### config.mk
export PLATFORM = sky130hd
export DESIGN_NAME = chol_top
export DESIGN_NICKNAME = d
export VERILOG_FILES = /design/src/chol_pkg.sv /design/src/chol_matrix_store.sv /design/src/chol_index_counter.sv /design/src/chol_mac_unit.sv /design/src/chol_divsqrt.sv /design/src/chol_ctrl.sv /design/src/chol_top.sv
export VERILOG_INCLUDE_DIRS = /design/src /design/src/src
export SDC_FILE = /design/constraint.sdc
export NUM_CORES = 2
export LEC_CHECK = 0
export ABC_AREA = 1
export BUFFER_PORTS_ARGS = -buffer_cell sky130_fd_sc_hd__buf_2
export CORE_AREA = 2 2 397 399
export DETAILED_ROUTE_END_ITERATION = 7
export DIE_AREA = 0 0 399 401
export PLACE_DENSITY = 0.86
export RECOVER_POWER = 100
export SETUP_SLACK_MARGIN = 0.02
export SLEW_MARGIN = 0
export SYNTH_ARGS = -nofsm -noshare
export SYNTH_HDL_FRONTEND = slang
export SYNTH_SLANG_ARGS = --single-unit
export TNS_END_PERCENT = 20
### constraint.sdc
create_clock -name clk -period 31.9 [get_ports clk]
set_input_delay 1.595 -clock clk [delete_from_list [all_inputs] [get_ports clk]]
set_output_delay 1.595 -clock clk [all_outputs]
set_load 0.005 [all_outputs]
### src/chol_params.svh
/* matrix order, element width and fraction bits
 * for the fixed-point Cholesky datapath
 */
`ifndef CHOL_PARAMS_SVH
`define CHOL_PARAMS_SVH

`define CHOL_N    4   // matrix order
`define CHOL_W    32  // element width, Q16.16
`define CHOL_FRAC 16  // fraction bits

`endif

### src/chol_pkg.sv
/* chol_pkg: element, index and position types, matrix type,
 * divider/square-root request and controller state enum
 */
`include "chol_params.svh"

package chol_pkg;

    typedef logic signed [`CHOL_W-1:0] elem_t;        // Q16.16
    typedef logic [$clog2(`CHOL_N)-1:0] idx_t;

    typedef struct packed {
        idx_t row;
        idx_t col;
    } pos_t;

    // element (r,c) sits at slot r*N+c
    typedef elem_t [`CHOL_N*`CHOL_N-1:0] matrix_t;

    typedef enum logic {DS_DIV, DS_SQRT} ds_op_e;

    typedef struct packed {
        ds_op_e op;
        elem_t  num;   // numerator or radicand, not yet shifted
        elem_t  den;   // divisor, ignored for sqrt
    } ds_req_t;

    typedef enum logic [2:0] {
        IDLE, LOAD, MAC, ISSUE, WAIT_ACK, WRITE, RELEASE, DONE
    } ctrl_state_e;

endpackage

### src/chol_matrix_store.sv
/* chol_matrix_store: captured A and the factor L under construction,
 * four combinational read ports and one L write port
 */
`timescale 1ns/10ps
`include "chol_params.svh"

module chol_matrix_store (
    input  logic               clk,
    input  logic               rst,
    input  logic               capture_i,
    input  chol_pkg::matrix_t  matrix_i,
    input  chol_pkg::pos_t     a_pos_i,
    input  chol_pkg::pos_t     ik_pos_i,
    input  chol_pkg::pos_t     jk_pos_i,
    input  chol_pkg::pos_t     jj_pos_i,
    input  logic               write_i,
    input  chol_pkg::pos_t     wr_pos_i,
    input  chol_pkg::elem_t    wr_data_i,
    output chol_pkg::elem_t    a_o,
    output chol_pkg::elem_t    l_ik_o,
    output chol_pkg::elem_t    l_jk_o,
    output chol_pkg::elem_t    l_jj_o,
    output chol_pkg::matrix_t  factor_o
);
    chol_pkg::matrix_t a_q;
    chol_pkg::matrix_t l_q;

    function automatic int unsigned slot(chol_pkg::pos_t p);
        return p.row * `CHOL_N + p.col;
    endfunction

    always_ff @(posedge clk) begin
        if (capture_i) a_q <= matrix_i;
    end

    // L starts all zero so the upper triangle never needs a write
    always_ff @(posedge clk) begin
        if (rst || capture_i) begin
            l_q <= '0;
        end else if (write_i) begin
            l_q[slot(wr_pos_i)] <= wr_data_i;
        end
    end

    assign a_o      = a_q[slot(a_pos_i)];
    assign l_ik_o   = l_q[slot(ik_pos_i)];
    assign l_jk_o   = l_q[slot(jk_pos_i)];
    assign l_jj_o   = l_q[slot(jj_pos_i)];  // pivot
    assign factor_o = l_q;

endmodule

### src/chol_index_counter.sv
/* chol_index_counter: row i, column j and inner index k
 * walking the lower triangle in row-major order
 */
`timescale 1ns/10ps
`include "chol_params.svh"

module chol_index_counter (
    input  logic            clk,
    input  logic            rst,
    input  logic            clear_i,
    input  logic            step_k_i,
    input  logic            step_elem_i,
    output chol_pkg::pos_t  pos_ij_o,
    output chol_pkg::pos_t  pos_ik_o,
    output chol_pkg::pos_t  pos_jk_o,
    output chol_pkg::pos_t  pos_jj_o,
    output logic            k_done_o,
    output logic            on_diag_o,
    output logic            last_elem_o
);
    chol_pkg::idx_t i_q;
    chol_pkg::idx_t j_q;
    chol_pkg::idx_t k_q;

    always_ff @(posedge clk) begin
        if (rst || clear_i) begin
            i_q <= '0;
            j_q <= '0;
            k_q <= '0;
        end else if (step_elem_i) begin
            if (j_q == i_q) begin   // row finished, wrap to next row
                i_q <= i_q + 1'b1;
                j_q <= '0;
            end else begin
                j_q <= j_q + 1'b1;
            end
            k_q <= '0;
        end else if (step_k_i) begin
            k_q <= k_q + 1'b1;
        end
    end

    assign pos_ij_o = '{row: i_q, col: j_q};
    assign pos_ik_o = '{row: i_q, col: k_q};
    assign pos_jk_o = '{row: j_q, col: k_q};
    assign pos_jj_o = '{row: j_q, col: j_q};

    assign k_done_o    = (k_q == j_q);   // sum over k<j complete
    assign on_diag_o   = (i_q == j_q);
    assign last_elem_o = on_diag_o && (i_q == chol_pkg::idx_t'(`CHOL_N - 1));

endmodule

### src/chol_mac_unit.sv
/* chol_mac_unit: running sum s = a - sum(prod(op_a, op_b))
 * with Q16.16 products floored by an arithmetic shift
 */
`timescale 1ns/10ps
`include "chol_params.svh"

module chol_mac_unit (
    input  logic             clk,
    input  logic             rst,
    input  logic             load_i,
    input  logic             step_i,
    input  chol_pkg::elem_t  a_i,
    input  chol_pkg::elem_t  op_a_i,
    input  chol_pkg::elem_t  op_b_i,
    output chol_pkg::elem_t  acc_o
);
    logic signed [2*`CHOL_W-1:0] prod_full;
    logic signed [2*`CHOL_W-1:0] prod_sh;

    assign prod_full = op_a_i * op_b_i;          // full signed product
    assign prod_sh   = prod_full >>> `CHOL_FRAC; // back to Q16.16, floor

    always_ff @(posedge clk) begin
        if (rst) begin
            acc_o <= '0;
        end else if (load_i) begin
            acc_o <= a_i;
        end else if (step_i) begin
            acc_o <= acc_o - chol_pkg::elem_t'(prod_sh[`CHOL_W-1:0]);
        end
    end

endmodule

### src/chol_divsqrt.sv
/* chol_divsqrt: shared bit-serial restoring divider and
 * digit-by-digit square root, req/ack handshake
 */
`timescale 1ns/10ps
`include "chol_params.svh"

module chol_divsqrt (
    input  logic               clk,
    input  logic               rst,
    input  logic               req_valid_i,
    input  chol_pkg::ds_req_t  req_i,
    output logic               ack_o,
    output chol_pkg::elem_t    result_o
);
    localparam int W  = `CHOL_W;
    localparam int NW = `CHOL_W + `CHOL_FRAC;  // pre-shifted operand width
    localparam int RW = `CHOL_W + 2;
    localparam int CW = $clog2(NW + 1);

    logic [NW-1:0] sh;     // dividend or radicand, shifted out msb first
    logic [RW-1:0] rem;
    logic [NW-1:0] quo;    // quotient or root bits
    logic [W-1:0]  dmag;
    logic          neg;
    logic          is_sqrt;
    logic          busy;
    logic [CW-1:0] cnt;
    logic [W-1:0]  num_mag;
    logic [W-1:0]  den_mag;
    logic [RW-1:0] rem_sh;
    logic [RW-1:0] trial;
    logic          take;

    assign num_mag = req_i.num[W-1] ? -req_i.num : req_i.num;
    assign den_mag = req_i.den[W-1] ? -req_i.den : req_i.den;

    always_comb begin
        if (is_sqrt) begin
            rem_sh = {rem[RW-3:0], sh[NW-1:NW-2]};  // two radicand bits per step
            trial  = {quo[RW-3:0], 2'b01};          // 4*root + 1
        end else begin
            rem_sh = {rem[RW-2:0], sh[NW-1]};
            trial  = {2'b00, dmag};
        end
        take = (rem_sh >= trial);
    end

    always_ff @(posedge clk) begin
        if (rst) begin
            busy  <= 1'b0;
            ack_o <= 1'b0;
            cnt   <= '0;
        end else if (busy) begin
            if (cnt != 0) begin
                cnt <= cnt - 1'b1;
            end else begin
                busy  <= 1'b0;   // present result
                ack_o <= 1'b1;
            end
        end else if (ack_o) begin
            if (!req_valid_i) ack_o <= 1'b0;
        end else if (req_valid_i) begin
            busy <= 1'b1;
            cnt  <= (req_i.op == chol_pkg::DS_SQRT) ? CW'(NW / 2) : CW'(NW);
        end
    end

    always_ff @(posedge clk) begin
        if (!busy && !ack_o && req_valid_i) begin
            is_sqrt <= (req_i.op == chol_pkg::DS_SQRT);
            rem     <= '0;
            quo     <= '0;
            dmag    <= den_mag;
            neg     <= req_i.num[W-1] ^ req_i.den[W-1];
            if (req_i.op == chol_pkg::DS_SQRT && req_i.num <= 0) begin
                sh <= '0;   // non-positive radicand gives root 0
            end else begin
                sh <= {num_mag, {`CHOL_FRAC{1'b0}}};
            end
        end else if (busy && cnt != 0) begin
            sh  <= is_sqrt ? {sh[NW-3:0], 2'b00} : {sh[NW-2:0], 1'b0};
            rem <= take ? rem_sh - trial : rem_sh;
            quo <= {quo[NW-2:0], take};
        end else if (busy) begin
            // magnitude quotient negated gives truncation toward zero
            result_o <= (is_sqrt || !neg) ? quo[W-1:0] : -quo[W-1:0];
        end
    end

endmodule

### src/chol_ctrl.sv
/* chol_ctrl: element sequencing FSM and the outer
 * four-phase req/ack handshake
 */
`timescale 1ns/10ps

module chol_ctrl (
    input  logic               clk,
    input  logic               rst,
    input  logic               req_i,
    input  logic               k_done_i,
    input  logic               on_diag_i,
    input  logic               last_elem_i,
    input  chol_pkg::elem_t    acc_i,
    input  chol_pkg::elem_t    pivot_i,
    input  logic               ds_ack_i,
    output logic               ack_o,
    output logic               capture_o,
    output logic               clear_o,
    output logic               step_k_o,
    output logic               step_elem_o,
    output logic               mac_load_o,
    output logic               mac_step_o,
    output logic               ds_req_valid_o,
    output logic               write_o,
    output chol_pkg::ds_req_t  ds_req_o
);
    chol_pkg::ctrl_state_e state_q;
    chol_pkg::ctrl_state_e state_d;

    always_ff @(posedge clk) begin
        if (rst) state_q <= chol_pkg::IDLE;
        else     state_q <= state_d;
    end

    always_comb begin
        state_d        = state_q;
        ack_o          = 1'b0;
        capture_o      = 1'b0;
        clear_o        = 1'b0;
        step_k_o       = 1'b0;
        step_elem_o    = 1'b0;
        mac_load_o     = 1'b0;
        mac_step_o     = 1'b0;
        ds_req_valid_o = 1'b0;
        write_o        = 1'b0;
        case (state_q)
            chol_pkg::IDLE: begin
                if (req_i) begin
                    capture_o = 1'b1;   // latch A, clear L and indices
                    clear_o   = 1'b1;
                    state_d   = chol_pkg::LOAD;
                end
            end
            chol_pkg::LOAD: begin
                mac_load_o = 1'b1;  // acc <= a_ij
                state_d    = k_done_i ? chol_pkg::ISSUE : chol_pkg::MAC;
            end
            chol_pkg::MAC: begin
                mac_step_o = !k_done_i;  // one product per cycle
                step_k_o   = !k_done_i;
                if (k_done_i) state_d = chol_pkg::ISSUE;
            end
            chol_pkg::ISSUE: begin
                ds_req_valid_o = 1'b1;
                state_d        = chol_pkg::WAIT_ACK;
            end
            chol_pkg::WAIT_ACK: begin
                ds_req_valid_o = 1'b1;
                if (ds_ack_i) state_d = chol_pkg::WRITE;
            end
            chol_pkg::WRITE: begin
                write_o = 1'b1;   // result held while ack is up
                state_d = chol_pkg::RELEASE;
            end
            chol_pkg::RELEASE: begin
                if (!ds_ack_i) begin
                    step_elem_o = !last_elem_i;
                    state_d     = last_elem_i ? chol_pkg::DONE : chol_pkg::LOAD;
                end
            end
            default: begin  // DONE, factor valid until req drops
                ack_o = 1'b1;
                if (!req_i) state_d = chol_pkg::IDLE;
            end
        endcase
    end

    // sqrt on the diagonal, divide by l_jj below it
    assign ds_req_o.op  = on_diag_i ? chol_pkg::DS_SQRT : chol_pkg::DS_DIV;
    assign ds_req_o.num = acc_i;
    assign ds_req_o.den = pivot_i;

endmodule

### src/chol_top.sv
/* chol_top: fixed-point 4x4 Cholesky factorization, controller,
 * index counter, matrix store, accumulator and divider/sqrt unit
 */
`timescale 1ns/10ps

module chol_top (
    input  logic               clk,
    input  logic               rst,
    input  logic               req_i,
    input  chol_pkg::matrix_t  matrix_i,
    output logic               ack_o,
    output chol_pkg::matrix_t  factor_o
);
    logic capture, clear, step_k, step_elem, mac_load, mac_step, write;
    logic ds_req_valid, ds_ack, k_done, on_diag, last_elem;
    chol_pkg::ds_req_t ds_req;
    chol_pkg::elem_t   ds_result, acc, a_ij, l_ik, l_jk, l_jj;
    chol_pkg::pos_t    pos_ij, pos_ik, pos_jk, pos_jj;

    chol_ctrl u_ctrl (
        .clk(clk), .rst(rst), .req_i(req_i), .k_done_i(k_done), .on_diag_i(on_diag),
        .last_elem_i(last_elem), .acc_i(acc), .pivot_i(l_jj), .ds_ack_i(ds_ack),
        .ack_o(ack_o), .capture_o(capture), .clear_o(clear), .step_k_o(step_k),
        .step_elem_o(step_elem), .mac_load_o(mac_load), .mac_step_o(mac_step),
        .ds_req_valid_o(ds_req_valid), .write_o(write), .ds_req_o(ds_req)
    );

    chol_index_counter u_cnt (
        .clk(clk), .rst(rst), .clear_i(clear), .step_k_i(step_k),
        .step_elem_i(step_elem), .pos_ij_o(pos_ij), .pos_ik_o(pos_ik),
        .pos_jk_o(pos_jk), .pos_jj_o(pos_jj), .k_done_o(k_done),
        .on_diag_o(on_diag), .last_elem_o(last_elem)
    );

    // a_ij and the result share the current element position
    chol_matrix_store u_store (
        .clk(clk), .rst(rst), .capture_i(capture), .matrix_i(matrix_i),
        .a_pos_i(pos_ij), .ik_pos_i(pos_ik), .jk_pos_i(pos_jk), .jj_pos_i(pos_jj),
        .write_i(write), .wr_pos_i(pos_ij), .wr_data_i(ds_result), .a_o(a_ij),
        .l_ik_o(l_ik), .l_jk_o(l_jk), .l_jj_o(l_jj), .factor_o(factor_o)
    );

    chol_mac_unit u_mac (
        .clk(clk), .rst(rst), .load_i(mac_load), .step_i(mac_step),
        .a_i(a_ij), .op_a_i(l_ik), .op_b_i(l_jk), .acc_o(acc)
    );

    chol_divsqrt u_divsqrt (
        .clk(clk), .rst(rst), .req_valid_i(ds_req_valid), .req_i(ds_req),
        .ack_o(ds_ack), .result_o(ds_result)
    );

endmodule

; Word level (Yosys, flattened, before mapping)
; Cells that the tools add are included.
[totals]
elab_cells = 169
input_bits = 515
output_inout_bits = 513
register_bits = 1252
[classes]
add_sub_neg = 13
mux = 54
magnitude_cmp = 7
multipliers = 1
n_eq_ne = 18
bitwise_logic = 3
reduce_logical = 25
[ops]
columns = op, count
row1 = 32-bit binary-select mux with 4-bit select, 4
row2 = 512-bit bitwise mux, 1
row3 = 32-bit two-way mux, 9
row4 = 48-bit two-way mux, 4
row5 = 32-bit demux with 4-bit select, 1
row6 = 32-bit by 5-bit less-than comparator with 1-bit output (second input constant), 4
row7 = 32-bit negation, 3
row8 = 34-bit two-way mux, 2
row9 = 32-bit by 32-bit multiplier with 48-bit output, 1
row10 = 34-bit >= comparator, 1
row11 = 33-bit two-way mux, 1
row12 = 33-bit subtractor, 1
row13 = 32-bit by 1-bit >= comparator with 1-bit output (second input constant), 1
row14 = 32-bit by 1-bit less-or-equal comparator with 1-bit output (second input constant), 1
row15 = 32-bit subtractor, 1
row16 = 31-bit two-way mux, 1
row17 = 6-bit two-way mux, 5
row18 = 3-bit one-hot mux with 7 select lines, 1
row19 = 4-bit by 2-bit adder with 5-bit output, 4
row20 = 1-bit two-way mux, 18
row21 = 3-bit two-way mux, 6
row22 = 2-bit != test (second input constant), 5
row23 = 3-bit equality test (second input constant), 3
row24 = 8-bit by 1-bit != test with 1-bit output (second input constant), 1
row25 = other kinds (21), 42

; Logic depth before layout (Yosys ltp)
[depth]
depth_word = 7
depth_mapped = 62
mapped_depth_nobuf = 56

; Hierarchy
; From an unflattened synthesis, not the netlist that was laid out.
[hier_totals]
hier_cells = 14285
hier_area_um2 = 101835.2
[modules_own_cells]
columns = mod, seq_area_each_um2, instances, cells_per_inst, area_each_um2
row1 = chol_matrix_store, 25624.6, 1, 7995, 55256.7
row2 = chol_mac_unit, 640.6, 1, 4369, 33233.1
row3 = chol_divsqrt, 4404.2, 1, 1733, 12029.0
row4 = chol_ctrl, 60.1, 1, 122, 860.8
row5 = chol_index_counter, 120.1, 1, 66, 455.4

; Worst setup path before layout
; OpenSTA, ideal clock, no wires.
[synth_path]
path_type = input port to flip-flop
start = in req_i
end = reg u_store.a_q[0] (netlist bit) (enable)
setup_ps = 1397
t_arrival_ps = 22618
required_ps = 30503
setup_slack_ps = 7885
cell_stages = 2
path_buffers = 0
cell_sequence = inv_1 > nor2_1
[synth_via]
elab_chain_len = 2
[synth_rtl]
columns = element, line_no
row1 = "start, declared", chol_top.sv:9  ; input logic req_i,
row2 = 1-bit two-way mux, chol_ctrl.sv:48  ; if (req_i) begin
row3 = 1-bit two-way mux, chol_ctrl.sv:46  ; case (state_q)
row4 = net capture, chol_top.sv:14  ; logic capture, clear, step_k, step_elem, mac_load, mac_step, write;
row5 = "end signal, assigned", chol_matrix_store.sv:33  ; if (capture_i) a_q <= matrix_i;
row6 = "end, declared", chol_matrix_store.sv:25  ; chol_pkg::matrix_t a_q;
; The timed path passes the listed nets, and every way through them passes these cells.
; A chain may end at the register's enable or synchronous reset.

; Worst setup path after layout
[layout_path]
start = reg u_cnt.j_q[0]
end = reg u_mac.acc_o[30]
[layout_via]
elab_chain_len = 7
elab_cells_between_ends = 14
cone_classes = add/sub: 3 / mul: 1 / eq/ne: 1 / mux: 7 / reduce/logical: 2
[layout_rtl]
columns = element, line_no
row1 = "start, declared", chol_index_counter.sv:22  ; chol_pkg::idx_t j_q;
row2 = "start signal, assigned", chol_index_counter.sv:35  ; j_q <= j_q + 1'b1;
row3 = 4-bit by 2-bit adder with 5-bit output, chol_matrix_store.sv:29  ; return p.row * `CHOL_N + p.col;
row4 = 32-bit binary-select mux with 4-bit select, chol_matrix_store.sv:47  ; assign l_jk_o = l_q[slot(jk_pos_i)];
row5 = 32-bit two-way mux (not written as such), chol_matrix_store.sv:47
row6 = 32-bit by 32-bit multiplier with 48-bit output, chol_mac_unit.sv:20  ; assign prod_full = op_a_i * op_b_i;
row7 = 32-bit subtractor, chol_mac_unit.sv:29  ; acc_o <= acc_o - chol_pkg::elem_t'(prod_sh[`CHOL_W-1:0]);
row8 = 32-bit two-way mux, chol_mac_unit.sv:28  ; end else if (step_i) begin
row9 = 32-bit two-way mux, chol_mac_unit.sv:26  ; end else if (load_i) begin
row10 = "end signal, assigned", chol_mac_unit.sv:27  ; acc_o <= a_i;
row11 = "end signal, assigned", chol_mac_unit.sv:29
row12 = "end, declared", chol_mac_unit.sv:15  ; output chol_pkg::elem_t acc_o
; Several ways; a longest one is shown, not always the timed one. The select of a mux whose other input is x is not followed.

==> results.md <==
* Max H-tree Level at 4
* Sw Share at 32.2%
* Max-cap viol count at 51
* Sw power at 0.00139 W
* Mapped Cells at 10600
* Filler Cell Count at 13500
* Average routed wire per standard cell at 31.1 um
* Cell Count, Final, Fillers Out at 13500
* Number of failing hold endpoints at the final stage at 0
* Crit path launch type: flop
* Antenna violations before repair at 84
* Final weighted congestion of routability-driven global placement at 1.10
* Placeable core region at 0.156 mm2
* HPWL Detailed at 317 mm
* Flop and latch count out of synthesis at 1236
* Static Leakage at 43.4 nW
* Maximum vdd drop at 0.0000598 V
* GRT Util Overall at 51.7%
* Clock Root Buffer: sky130_fd_sc_hd__clkbuf_16
* List of most frequent post-synthesis cells: sky130_fd_sc_hd__nor2_1, sky130_fd_sc_hd__nand2_1, sky130_fd_sc_hd__inv_1
* Io pins at 1028
* Layout Nets at 12900
* Horizontal die dimension at 399 um
* Number of search-and-repair iterations in the first detailed-routing pass at 8
* Async set or reset register ratio after synthesis at 0%
* Fraction of the cycle the final worst path needs at 68.7%
* Input/output buffers at 1027
* RSZ-0062 raised after global routing: no
* Die area at 0.160 mm2
* Arrival time of the worst setup path at 22610 ps
* Total length of routed wires at 419 mm
* Area delta synth->final at 11.5%
* Total met3 wirelength after detailed routing at 67.9 mm
* Relative contribution of sequential cells to total power at 44.8%
* Wire length of the first global-routing pass at 588 mm
* Via count of the first global-routing pass at 81600
* Critical path class: reg -> reg
* Cell taking the most area after synthesis: sky130_fd_sc_hd__edfxtp_1
* Main area contributors after synthesis: sky130_fd_sc_hd__edfxtp_1, sky130_fd_sc_hd__fa_1, sky130_fd_sc_hd__dfxtp_1
* Met2 WL post-DR at 165 mm
* Fraction of power consumed by the clock network at 36.7%
* FMAX at 0.0456 GHz
* Row count at 145
* Clock tree from TritonCTS: done
* Hold buffers post-CTS at 0
* Power density normalized to cell area at 44.5 mW/mm2
* Seq/Total Area, Yosys at 35.3%
* Clock sinks at 1236
* Number of enable-type register cells in the synthesized netlist at 610
* Max Fanout on Critical Path at 128
* Max clock buf depth at 3
* Initial core utilization at 56.1%
* Cell area after synthesis at 0.0874 mm2
* Vias after detailed routing at 85800
* Via count normalized by instance count at 6.35
* Number of cells in the design after placement at 13200
* Most frequent cell on the critical path: sky130_fd_sc_hd__fa_1
* Clock transition at the registers of the reported paths at 70 ps
* Number of buffers created by CTS at 134
* Post-CTS setup repair buffer count at 0
* Status: finished with violations
* Flip-flop cell with the highest count after synthesis: sky130_fd_sc_hd__dfxtp_1
* Average cell area after synthesis at 8.24 um2
* Max transition margin at -511%
* Distinct cell type count of the synthesized netlist at 70
* Fin Setup TNS at 0 ps
* Slew Viols, Final at 2283
* Post-cts repair resize count at 0
* Layout cells sized above 1 at 9.20%
* Warnings from Yosys at 0
* # DRC at 4
* Remaining global-route overflow at 0
* Setup violation total in the final timing report at 0
* Fraction of synthesized cell area taken by the top area cell type at 21.0%
* Internal power at 0.00294 W
* Highest metal layer with signal wires: met5
* Leading cell type by number of instances after synthesis: sky130_fd_sc_hd__nor2_1
* Sequential standard cell area at 0.0309 mm2
* Proportion of power drawn by combinational gates at 18.5%
* Slew at the pin with the worst max-slew slack at 9170 ps
* Final Core Density at 62.6%
* Violated checks: DRC, capacitance limit, slew limit
* WL met1 at 140 mm
* Total area of multi-input combinational cells at 0.0491 mm2
* Worst min-delay path category: reg -> reg
* Largest stage delay on the critical path at 4250 ps
* Pin count of the biggest net entering global routing at 181
* Number of nets with antenna violations after routing at 0
* Nets in the synthesized netlist at 12200
* Insertion delay of the later-clocked pin in the worst-skew pair at 830 ps
* CP Capture Type: flop
* Worst endpoint required time at 32590 ps
* Starting DRC count in detailed routing at 14600
* Crit path max-delay cell type: sky130_fd_sc_hd__clkinvlp_2
* Clock period minus worst slack at 21920 ps
* Worst Clk Skew at 42.9 ps
* Vertical extent of the die at 401 um
## kinds of logic (layout without fill, tap and decap cells)
| group | after synthesis | count (layout) | share of synthesized area [%] |
|---|---|---|---|
| other | 0 | 68 | 0 |
| AO/OA/AOI/OAI | 1684 | 1684 | 10.9 |
| XOR/XNOR | 180 | 180 | 1.80 |
| flip-flops | 1236 | 1236 | 35.3 |
| multiplexers | 7 | 7 | 0.109 |
| AND/OR/NAND/NOR | 4553 | 4553 | 20.7 |
| adder cells (fa/ha/maj) | 1081 | 1081 | 22.7 |
| buffers and inverters | 1868 | 2639 | 8.53 |
## power groups by stage
stage                     Clock (W)  Sequential [W]  Combinational (W)
after floorplan                   0         0.00198           0.000472
after global placement            0         0.00194           0.000758
after detailed placement          0         0.00195           0.000763
after CTS                   0.00158         0.00191           0.000769
after global routing        0.00165         0.00195           0.000850
final                       0.00159         0.00194           0.000804
## worst paths after layout
check / slack, ps / start / cells past startpoint / end
setup / recovery: 9980 / u_cnt.j_q[0] / 43 / u_mac.acc_o[30]
hold reg to reg: 470 / u_divsqrt.cnt[0] / 1 / u_divsqrt.cnt[0]
setup reg to reg: 9980 / u_cnt.j_q[0] / 43 / u_mac.acc_o[30]
hold / removal: 470 / u_divsqrt.cnt[0] / 1 / u_divsqrt.cnt[0]
## sequential cells by signal (all words and copies together), names as in the netlist
| signal | cells |
|---|---|
| u_divsqrt.busy | 1 |
| u_mac.acc_o | 32 |
| u_divsqrt.dmag | 32 |
| u_divsqrt.ack_o | 1 |
| u_divsqrt.neg | 1 |
| u_store.factor_o | 512 |
| u_ctrl.state_q | 3 |
| u_divsqrt.quo | 32 |
| u_divsqrt.sh | 32 |
| u_cnt.j_q | 2 |
| u_store.a_q | 512 |
| u_divsqrt.result_o | 32 |
| u_cnt.i_q | 2 |
| u_divsqrt.is_sqrt | 1 |
| u_divsqrt.cnt | 6 |
| u_cnt.k_q | 2 |
| u_divsqrt.rem | 33 |
## area by class of cell
type | count | share of cell area (%)
Timing Repair Buffer | 1189 | 5.88
Clock inverter | 58 | 0.633
Multi-Input combinational cell | 7505 | 50.4
Antenna cell | 68 | 0.175
Clock buffer | 187 | 3.92
Tap cell | 2058 | 2.64
Sequential cell | 1236 | 31.7
Inverter | 1205 | 4.67
## per-stage QoR
step	total power (W)	hold WS, ps	worst slack, ps	instance area, um2
global route	0.00444	505	10010	97400
CTS	0.00426	472	19780	98000
finish	0.00434	470	9980	97400
global placement	0.00270	442	19950	93600
floorplan	0.00246	426	7880	87400
detailed placement	0.00271	461	19800	93600
## placed cells by master, fill, tap and decap left out, drive strengths merged, types with 8 or more instances in the layout
cell type	netlist	routed
edfxtp	610	610
o21ai	1077	1077
clkbuf	415	646
o22ai	95	95
inv	1192	1192
nand3	537	537
a31o	10	10
a21oi	244	244
or2	9	9
o21a	10	10
a221oi	12	12
fa	840	840
nand3b	8	8
a32o	28	28
nand4	20	20
o211ai	47	47
o221ai	84	84
xor2	115	115
diode	0	68
xnor2	65	65
a31oi	30	30
nand2	1868	1868
nor2	2059	2059
buf	248	730
nor3	37	37
dfxtp	626	626
clkinv	13	63
a21o	9	9
ha	241	241
nor4	9	9
## worst max-delay path, delay by kind of cell, from the launching register on
family | cells | cell delay (ps)
flip-flops | 1 | 1690
XOR/XNOR | 2 | 570
adder cells (fa/ha/maj) | 10 | 4390
AND/OR/NAND/NOR | 11 | 2130
buffers and inverters | 8 | 9030
AO/OA/AOI/OAI | 12 | 3780
## metal layers
metal	up-vias	track usage, %
met5	-	1.36
met4	30	43.2
met3	1921	23.9
met2	7743	69.7
met1	40800	62.4
li1	35300	-
No activity file was read; power rests on OpenSTA's default activity.
